<file path="src/source/pwr_pkg.sv">
/* Power domain package
   Status codes of the switchable domain and default timing constants */
package pwr_pkg;

  // ----------------------------------------------------------
  // Domain status
  // ----------------------------------------------------------
  localparam int STATUS_W = 2;

  typedef enum logic [STATUS_W-1:0] {
    // Powered, clock running, outputs released
    STATUS_ON         = 2'd0,
    // Switch open, domain held in reset and isolated
    STATUS_OFF        = 2'd1,
    // Power-down sequence running
    STATUS_GOING_DOWN = 2'd2,
    // Power-up sequence running
    STATUS_GOING_UP   = 2'd3
  } pwr_status_e;

  // ----------------------------------------------------------
  // Default timing, in clock cycles
  // ----------------------------------------------------------

  // Switch command to acknowledge
  localparam int DEF_SWITCH_ACK_LATENCY = 15;

  // Reset kept asserted after the switch reports power good
  localparam int DEF_RST_HOLD_CYCLES = 8;

endpackage

</file>
<file path="src/source/domain_ctrl_if.sv">
/* Domain control bundle
   Active-low switch, isolation, reset and clock-gate levels with the switch acknowledge */
interface domain_ctrl_if;

  logic switch_n;
  logic switch_ack_n;
  logic iso_n;
  logic dom_rst_n;
  // Low lets the domain clock run
  logic clkgate_en_n;

  // Sequencer side
  modport seq (
    output switch_n,
    output iso_n,
    output dom_rst_n,
    output clkgate_en_n,
    input  switch_ack_n
  );

  // Power switch side
  modport sw (
    input  switch_n,
    output switch_ack_n
  );

  // Observation at the top level
  modport mon (
    input switch_n,
    input switch_ack_n,
    input iso_n,
    input dom_rst_n,
    input clkgate_en_n
  );

endinterface

</file>
<file path="src/source/pwr_seq_fsm.sv">
/* Power sequencer for one switchable domain
   Steps the control levels down and up and keeps a sticky done interrupt */
module pwr_seq_fsm (
  input  logic                 clk_i,
  input  logic                 rst_i,
  input  logic                 off_req_i,
  input  logic                 on_req_i,
  input  logic                 irq_clr_i,
  domain_ctrl_if.seq           ctrl,
  output logic                 hold_start_o,
  input  logic                 hold_done_i,
  output pwr_pkg::pwr_status_e status_o,
  output logic                 busy_o,
  output logic                 done_irq_o
);

  // Each state names the step taken when it is left
  typedef enum logic [3:0] {
    S_ON      = 4'd0,
    S_DN_ISO  = 4'd1,
    S_DN_RST  = 4'd2,
    S_DN_SW   = 4'd3,
    S_DN_ACK  = 4'd4,
    S_OFF     = 4'd5,
    S_UP_ACK  = 4'd6,
    S_UP_HOLD = 4'd7,
    S_UP_ISO  = 4'd8,
    S_UP_CLK  = 4'd9
  } state_e;

  state_e state_q;
  logic   switch_n_q;
  logic   iso_n_q;
  logic   dom_rst_n_q;
  logic   clkgate_en_n_q;
  logic   hold_start_q;
  logic   done_irq_q;
  logic   done_set;

  // ----------------------------------------------------------
  // Sequencing
  // ----------------------------------------------------------
  always_ff @(posedge clk_i) begin
    if (rst_i) begin
      state_q        <= S_ON;
      switch_n_q     <= 1'b0;
      iso_n_q        <= 1'b1;
      dom_rst_n_q    <= 1'b1;
      clkgate_en_n_q <= 1'b0;
      hold_start_q   <= 1'b0;
    end else begin
      hold_start_q <= 1'b0;
      case (state_q)
        S_ON: begin
          if (off_req_i) begin
            clkgate_en_n_q <= 1'b1;
            state_q        <= S_DN_ISO;
          end
        end
        S_DN_ISO: begin
          iso_n_q <= 1'b0;
          state_q <= S_DN_RST;
        end
        S_DN_RST: begin
          dom_rst_n_q <= 1'b0;
          state_q     <= S_DN_SW;
        end
        S_DN_SW: begin
          switch_n_q <= 1'b1;
          state_q    <= S_DN_ACK;
        end
        S_DN_ACK: begin
          if (ctrl.switch_ack_n) begin
            state_q <= S_OFF;
          end
        end
        S_OFF: begin
          if (on_req_i) begin
            switch_n_q <= 1'b0;
            state_q    <= S_UP_ACK;
          end
        end
        S_UP_ACK: begin
          // Power good, start the reset hold
          if (!ctrl.switch_ack_n) begin
            hold_start_q <= 1'b1;
            state_q      <= S_UP_HOLD;
          end
        end
        S_UP_HOLD: begin
          if (hold_done_i) begin
            dom_rst_n_q <= 1'b1;
            state_q     <= S_UP_ISO;
          end
        end
        S_UP_ISO: begin
          iso_n_q <= 1'b1;
          state_q <= S_UP_CLK;
        end
        S_UP_CLK: begin
          clkgate_en_n_q <= 1'b0;
          state_q        <= S_ON;
        end
        default: state_q <= S_ON;
      endcase
    end
  end

  assign ctrl.switch_n     = switch_n_q;
  assign ctrl.iso_n        = iso_n_q;
  assign ctrl.dom_rst_n    = dom_rst_n_q;
  assign ctrl.clkgate_en_n = clkgate_en_n_q;
  assign hold_start_o      = hold_start_q;

  // ----------------------------------------------------------
  // Status and done interrupt
  // ----------------------------------------------------------
  assign done_set = ((state_q == S_DN_ACK) && ctrl.switch_ack_n) || (state_q == S_UP_CLK);

  // Completion beats a clear in the same cycle
  always_ff @(posedge clk_i) begin
    if (rst_i) begin
      done_irq_q <= 1'b0;
    end else if (done_set) begin
      done_irq_q <= 1'b1;
    end else if (irq_clr_i) begin
      done_irq_q <= 1'b0;
    end
  end

  assign done_irq_o = done_irq_q;

  always_comb begin
    case (state_q)
      S_ON:                                  status_o = pwr_pkg::STATUS_ON;
      S_OFF:                                 status_o = pwr_pkg::STATUS_OFF;
      S_DN_ISO, S_DN_RST, S_DN_SW, S_DN_ACK: status_o = pwr_pkg::STATUS_GOING_DOWN;
      default:                               status_o = pwr_pkg::STATUS_GOING_UP;
    endcase
  end

  assign busy_o = (status_o == pwr_pkg::STATUS_GOING_DOWN) ||
                  (status_o == pwr_pkg::STATUS_GOING_UP);

  // Domain must be isolated and in reset whenever the switch is open
  a_off_isolated : assert property (@(posedge clk_i) disable iff (rst_i)
    ctrl.switch_n |-> (!ctrl.iso_n && !ctrl.dom_rst_n));

  // Timer expiry only expected while waiting for it
  a_hold_done_state : assert property (@(posedge clk_i) disable iff (rst_i)
    hold_done_i |-> (state_q == S_UP_HOLD));

endmodule

</file>
<file path="src/source/settle_timer.sv">
/* Reset hold timer
   Pulses done once, RST_HOLD_CYCLES cycles after the last start */
module settle_timer #(
  parameter int RST_HOLD_CYCLES = pwr_pkg::DEF_RST_HOLD_CYCLES
) (
  input  logic clk_i,
  input  logic rst_i,
  input  logic start_i,
  output logic done_o
);

  localparam int CNT_W = (RST_HOLD_CYCLES > 1) ? $clog2(RST_HOLD_CYCLES) : 1;
  localparam logic [CNT_W-1:0] LOAD_VAL = CNT_W'(RST_HOLD_CYCLES - 1);

  logic [CNT_W-1:0] cnt_q;
  logic             running_q;

  // A start while running reloads the count
  always_ff @(posedge clk_i) begin
    if (rst_i) begin
      running_q <= 1'b0;
      cnt_q     <= '0;
    end else if (start_i) begin
      running_q <= 1'b1;
      cnt_q     <= LOAD_VAL;
    end else if (running_q) begin
      if (cnt_q == '0) begin
        running_q <= 1'b0;
      end else begin
        cnt_q <= cnt_q - 1'b1;
      end
    end
  end

  assign done_o = running_q && (cnt_q == '0);

  a_done_single : assert property (@(posedge clk_i) disable iff (rst_i)
    done_o |=> !done_o);

endmodule

</file>
<file path="src/source/switch_ack_line.sv">
/* Power switch model
   Returns the switch command as its acknowledge after a fixed delay */
module switch_ack_line #(
  parameter int SWITCH_ACK_LATENCY = pwr_pkg::DEF_SWITCH_ACK_LATENCY
) (
  input logic       clk_i,
  input logic       rst_i,
  domain_ctrl_if.sw sw
);

  logic [SWITCH_ACK_LATENCY-1:0] stage_q;

  // Reset leaves every stage at the switch-on level
  always_ff @(posedge clk_i) begin
    if (rst_i) begin
      stage_q <= '0;
    end else begin
      stage_q[0] <= sw.switch_n;
      for (int i = 1; i < SWITCH_ACK_LATENCY; i++) begin
        stage_q[i] <= stage_q[i-1];
      end
    end
  end

  assign sw.switch_ack_n = stage_q[SWITCH_ACK_LATENCY-1];

  // Checked once the whole line holds post-reset history
  a_ack_delay : assert property (@(posedge clk_i) disable iff (rst_i)
    !$past(rst_i, SWITCH_ACK_LATENCY) |->
      (sw.switch_ack_n == $past(sw.switch_n, SWITCH_ACK_LATENCY)));

endmodule

</file>
<file path="src/source/pwr_domain_top.sv">
/* Power domain controller top
   Sequencer, reset hold timer and switch model behind plain ports */
module pwr_domain_top #(
  parameter int SWITCH_ACK_LATENCY = pwr_pkg::DEF_SWITCH_ACK_LATENCY,
  parameter int RST_HOLD_CYCLES    = pwr_pkg::DEF_RST_HOLD_CYCLES
) (
  input  logic                         clk_i,
  input  logic                         rst_i,
  input  logic                         off_req_i,
  input  logic                         on_req_i,
  input  logic                         irq_clr_i,
  output logic [pwr_pkg::STATUS_W-1:0] status_o,
  output logic                         busy_o,
  output logic                         done_irq_o,
  output logic                         pwr_switch_n_o,
  output logic                         switch_ack_n_o,
  output logic                         iso_n_o,
  output logic                         dom_rst_n_o,
  output logic                         clkgate_en_n_o
);

  domain_ctrl_if u_ctrl_if ();

  pwr_pkg::pwr_status_e status;
  logic                 hold_start;
  logic                 hold_done;

  pwr_seq_fsm u_seq (
    .clk_i        (clk_i),
    .rst_i        (rst_i),
    .off_req_i    (off_req_i),
    .on_req_i     (on_req_i),
    .irq_clr_i    (irq_clr_i),
    .ctrl         (u_ctrl_if.seq),
    .hold_start_o (hold_start),
    .hold_done_i  (hold_done),
    .status_o     (status),
    .busy_o       (busy_o),
    .done_irq_o   (done_irq_o)
  );

  settle_timer #(
    .RST_HOLD_CYCLES (RST_HOLD_CYCLES)
  ) u_hold_timer (
    .clk_i   (clk_i),
    .rst_i   (rst_i),
    .start_i (hold_start),
    .done_o  (hold_done)
  );

  switch_ack_line #(
    .SWITCH_ACK_LATENCY (SWITCH_ACK_LATENCY)
  ) u_switch (
    .clk_i (clk_i),
    .rst_i (rst_i),
    .sw    (u_ctrl_if.sw)
  );

  // Monitor view of the control bundle
  assign status_o       = status;
  assign pwr_switch_n_o = u_ctrl_if.switch_n;
  assign switch_ack_n_o = u_ctrl_if.switch_ack_n;
  assign iso_n_o        = u_ctrl_if.iso_n;
  assign dom_rst_n_o    = u_ctrl_if.dom_rst_n;
  assign clkgate_en_n_o = u_ctrl_if.clkgate_en_n;

endmodule

</file>
<file path="config.mk">
export PLATFORM = sky130hd
export DESIGN_NAME = pwr_domain_top
export DESIGN_NICKNAME = d
export VERILOG_FILES = /design/src/source/pwr_pkg.sv /design/src/source/domain_ctrl_if.sv /design/src/source/pwr_seq_fsm.sv /design/src/source/settle_timer.sv /design/src/source/switch_ack_line.sv /design/src/source/pwr_domain_top.sv
export SDC_FILE = /design/constraint.sdc
export NUM_CORES = 1
export LEC_CHECK = 0
export BUFFER_PORTS_ARGS = -buffer_cell sky130_fd_sc_hd__buf_2
export CORE_MARGIN = 3
export CORE_UTILIZATION = 50
export DETAILED_ROUTE_END_ITERATION = 8
export PLACE_DENSITY = 0.7
export SLEW_MARGIN = 20
export SYNTH_ARGS = -nofsm -noshare
export SYNTH_HDL_FRONTEND = slang
export SYNTH_SLANG_ARGS = --single-unit
</file>
<file path="constraint.sdc">
create_clock -name clk_i -period 1.45 [get_ports clk_i]
set_input_delay 0.0725 -clock clk_i [delete_from_list [all_inputs] [get_ports clk_i]]
set_output_delay 0.0725 -clock clk_i [all_outputs]
set_load 0.02 [all_outputs]
</file>
==> results.py <==
metrics = {
    "status": {
        "status": "complete, no violations",
    },
    "synthesis": {
        "yosysTopAreaCell": "dfxtp_1",
        "ys_seq_area_frac": 0.4895,
        "syn_area_per_cell_um2": 9.340,
        "async_flop_share": 0,
        "synth_warnings": 0,
        "synth_cells": 127,
        "synth_cell_types": 37,
        "synth-seq-cells": 29,
        "synth_area_leaders": "dfxtp_1 (49%), nor2b_1 (8.4%), a21oi_1 (5.5%)",
        "synthFlopType": "dfxtp_1",
        "yosysTopAreaCellShare": 0.4895,
        "synth_area_um2": 1186,
        "synth_edf_count": 0,
        "synth.most_common_cell": "dfxtp_1",
        "synth_commonest_cells": "dfxtp_1 (29), nor2b_1 (16), a21oi_1 (13), nor2_1 (8), nand2_1 (7)",
        "synth_fp_nets": 134,
    },
    "worst_setup_path": {
        "crit_type": "flip-flop to flip-flop",
        "r2r_start": "u_hold_timer.cnt_q[0]",
        "regToRegSetupSlack_ps": 90,
        "crit_family": "multiplexers",
        "cp.arrival_ps": 1620,
        "crit_path_end_kind": "flip-flop",
        "cp_max_fo": 3,
        "cp_cell_sequence": "inv_1 -> ha_2 -> nand2b_1 -> nand2_1 -> mux2_1 -> a21oi_1",
        "worst-path-buf-inv": 1,
        "cpMaxStageDelayCell": "mux2_1",
        "worst_setup_path_start_kind": "flip-flop",
        "cp.required_ps": 1700,
        "cp_slowest_stage_delay_ps": 330,
        "cp-startpoint": "u_hold_timer.cnt_q[0]",
    },
    "drt": {
        "drtIter0Drc": 7,
        "drc_errors": 0,
        "ant_nets": 0,
        "routed-via-count": 884,
        "avgViaCountPerCell": 5.080,
        "routedWlPerCell_um": 11.72,
        "drt_pass1_iterations": 4,
        "routed_wl_um": 2040,
    },
    "cts": {
        "clk_pin_slew_ps": 90,
        "cts_hold_buf": 0,
        "cts.sinks": 29,
        "post_cts_buffers": 0,
        "cts_buffer_depth": 2,
        "cts_tree": "done",
        "ctsResizeCount": 0,
        "htreeDepth": 2,
        "clock_latency_ps": 320,
        "cts-buffers-inserted": 5,
        "clock-root-buffer": "clkbuf_4",
    },
    "final_layout": {
        "diodes": 0,
        "drive_gt1_frac": 0.2534,
        "area_growth_pct": 13.82,
        "fillCellCount": 221,
        "top_register": "u_switch.stage_q",
        "instances_no_fill": 174,
        "fin_nets": 152,
        "largest_reg_flops": 15,
        "multi_input_area_um2": 546.8,
        "final-seq-area_um2": 584.3,
        "biggestRegsByFlops": "u_switch.stage_q x15, u_seq.state_q x4, u_hold_timer.cnt_q x3",
    },
    "timing": {
        "tightest_slew_ps": 306.6,
        "hold_violations": 0,
        "min_period_over_period": 0.9407,
        "slew_headroom": 0.7939,
        "drv_slew": 0,
        "fin_crit_ps": 1364,
        "max_freq_mhz": 733.1,
        "setup_tns_ps": 0,
        "clock_skew_ps": 7.689,
        "setup_violations": 0,
        "rsz0062_at_grt": "no",
    },
    "pwr": {
        "worst_ir_drop_vdd_mv": 1.148,
        "p_int_mw": 1.413,
        "p_leak_nw": 0.5482,
        "seq_power_share": 0.438,
        "p_sw_mw": 0.8123,
        "p_clk_frac": 0.203,
        "switching_share": 0.3651,
        "combPwrFrac": 0.359,
        "p_per_area_nw_per_um2": 1648,
    },
    "floorplanning": {
        "rows": 17,
        "die_w_um": 54.71,
        "die_h_um": 54.71,
        "core_um2": 2233,
        "start_util": 0.5311,
        "io_pins": 14,
        "dieArea_um2": 2993,
    },
    "place": {
        "hpwlAfterDp_um": 1431,
        "gp_congestion": 0.7454,
        "place_inst": 166,
        "port_buffers": 13,
    },
    "min_path": {
        "hold_path.class": "input port to flip-flop",
        "hold_start": "irq_clr_i",
    },
    "flow_run": {
        "drv_cap": 0,
    },
    "global_routing": {
        "overflow": 0,
        "grt_pass1_vias": 735,
        "grt_max_degree": 18,
        "antenna_found_initial": 0,
        "grt_pass1_wl_um": 3229,
        "track_usage": 0.1574,
    },
}
power by group through the flow:
stage                     Combinational [mW]  Clock, mW  Sequential (mW)
after floorplan                        0.616          0            0.990
after global placement                 0.780          0            0.981
after detailed placement               0.791          0            0.982
after CTS                              0.795      0.466            0.965
after global routing                   0.871      0.513            0.990
final                                  0.798      0.452            0.975
layout make-up:
| class | instances | share of cell area |
|---|---|---|
| sequential | 29 | 0.4328 |
| multi-input combinational | 84 | 0.4050 |
| timing repair buffer | 19 | 0.08156 |
| clock buffer | 6 | 0.03058 |
| tap | 28 | 0.02595 |
| inverter | 6 | 0.01668 |
| clock inverter | 2 | 0.007414 |
worst min-delay path: cells and delay by family:
kind | cells | cell delay, ps
compound gates | 1 | 110
simple gates | 2 | 80
buf+inv | 1 | 70
metal layers:
metal,vias to the layer above,share of wire,track usage,wire (um)
li1,458,-,-,-
met1,400,0.45,0.1794,925
met2,19,0.47,0.2402,967
met3,7,0.049,0.07357,99
met4,0,0.024,0.08714,48
met5,-,0,0,0
per-stage QoR:
step                      hold WS (ps)  setup WS (ps)    util  area, um^2  power (mW)
after floorplan                  285.2          175.7       -        1186       1.606
after global placement           398.4          124.4  0.5776        1290       1.761
after detailed placement         392.4          102.6  0.5776        1290       1.774
after CTS                        46.58          50.57  0.6006        1341       2.226
after global routing             31.70          7.363  0.6045        1350       2.374
final                            49.37          85.93  0.6045        1350       2.225
worst paths after layout:
check / end / cells past startpoint
worst max-delay path: u_hold_timer.cnt_q[1] / 6
worst min-delay path: u_seq.done_irq_o / 4
worst min register to register: u_switch.stage_q[1] / 1
worst max register to register: u_hold_timer.cnt_q[1] / 6
cells in the final DEF, fill, tap and decap left out, types with 2 or more instances in the layout:
cell type / synthesis / final
o21ai_1: 2 / 2
buf_4: 2 / 6
dfxtp_1: 29 / 26
xnor2_1: 3 / 3
nand2_1: 7 / 7
nor3_1: 2 / 2
a21oi_1: 13 / 13
nand3b_1: 3 / 3
clkbuf_4: 0 / 5
clkinv_2: 0 / 2
o21ai_0: 2 / 2
nor2_1: 8 / 7
inv_1: 5 / 5
nand2b_1: 3 / 3
nor2b_1: 16 / 16
dfxtp_2: 0 / 3
nand3_1: 3 / 3
xor2_1: 2 / 2
buf_2: 3 / 13
cell families (layout without fill, tap and decap cells):
logic type / after synthesis / after routing / synth area share
compound gates: 27 / 27 / 0.1519
xor+xnor: 5 / 5 / 0.03693
fa+ha+maj: 2 / 2 / 0.02109
buf+inv: 14 / 33 / 0.05379
flops: 29 / 29 / 0.4895
mux: 1 / 1 / 0.009493
simple gates: 49 / 49 / 0.2374
Note: power is estimated with default switching activity, not from simulation.
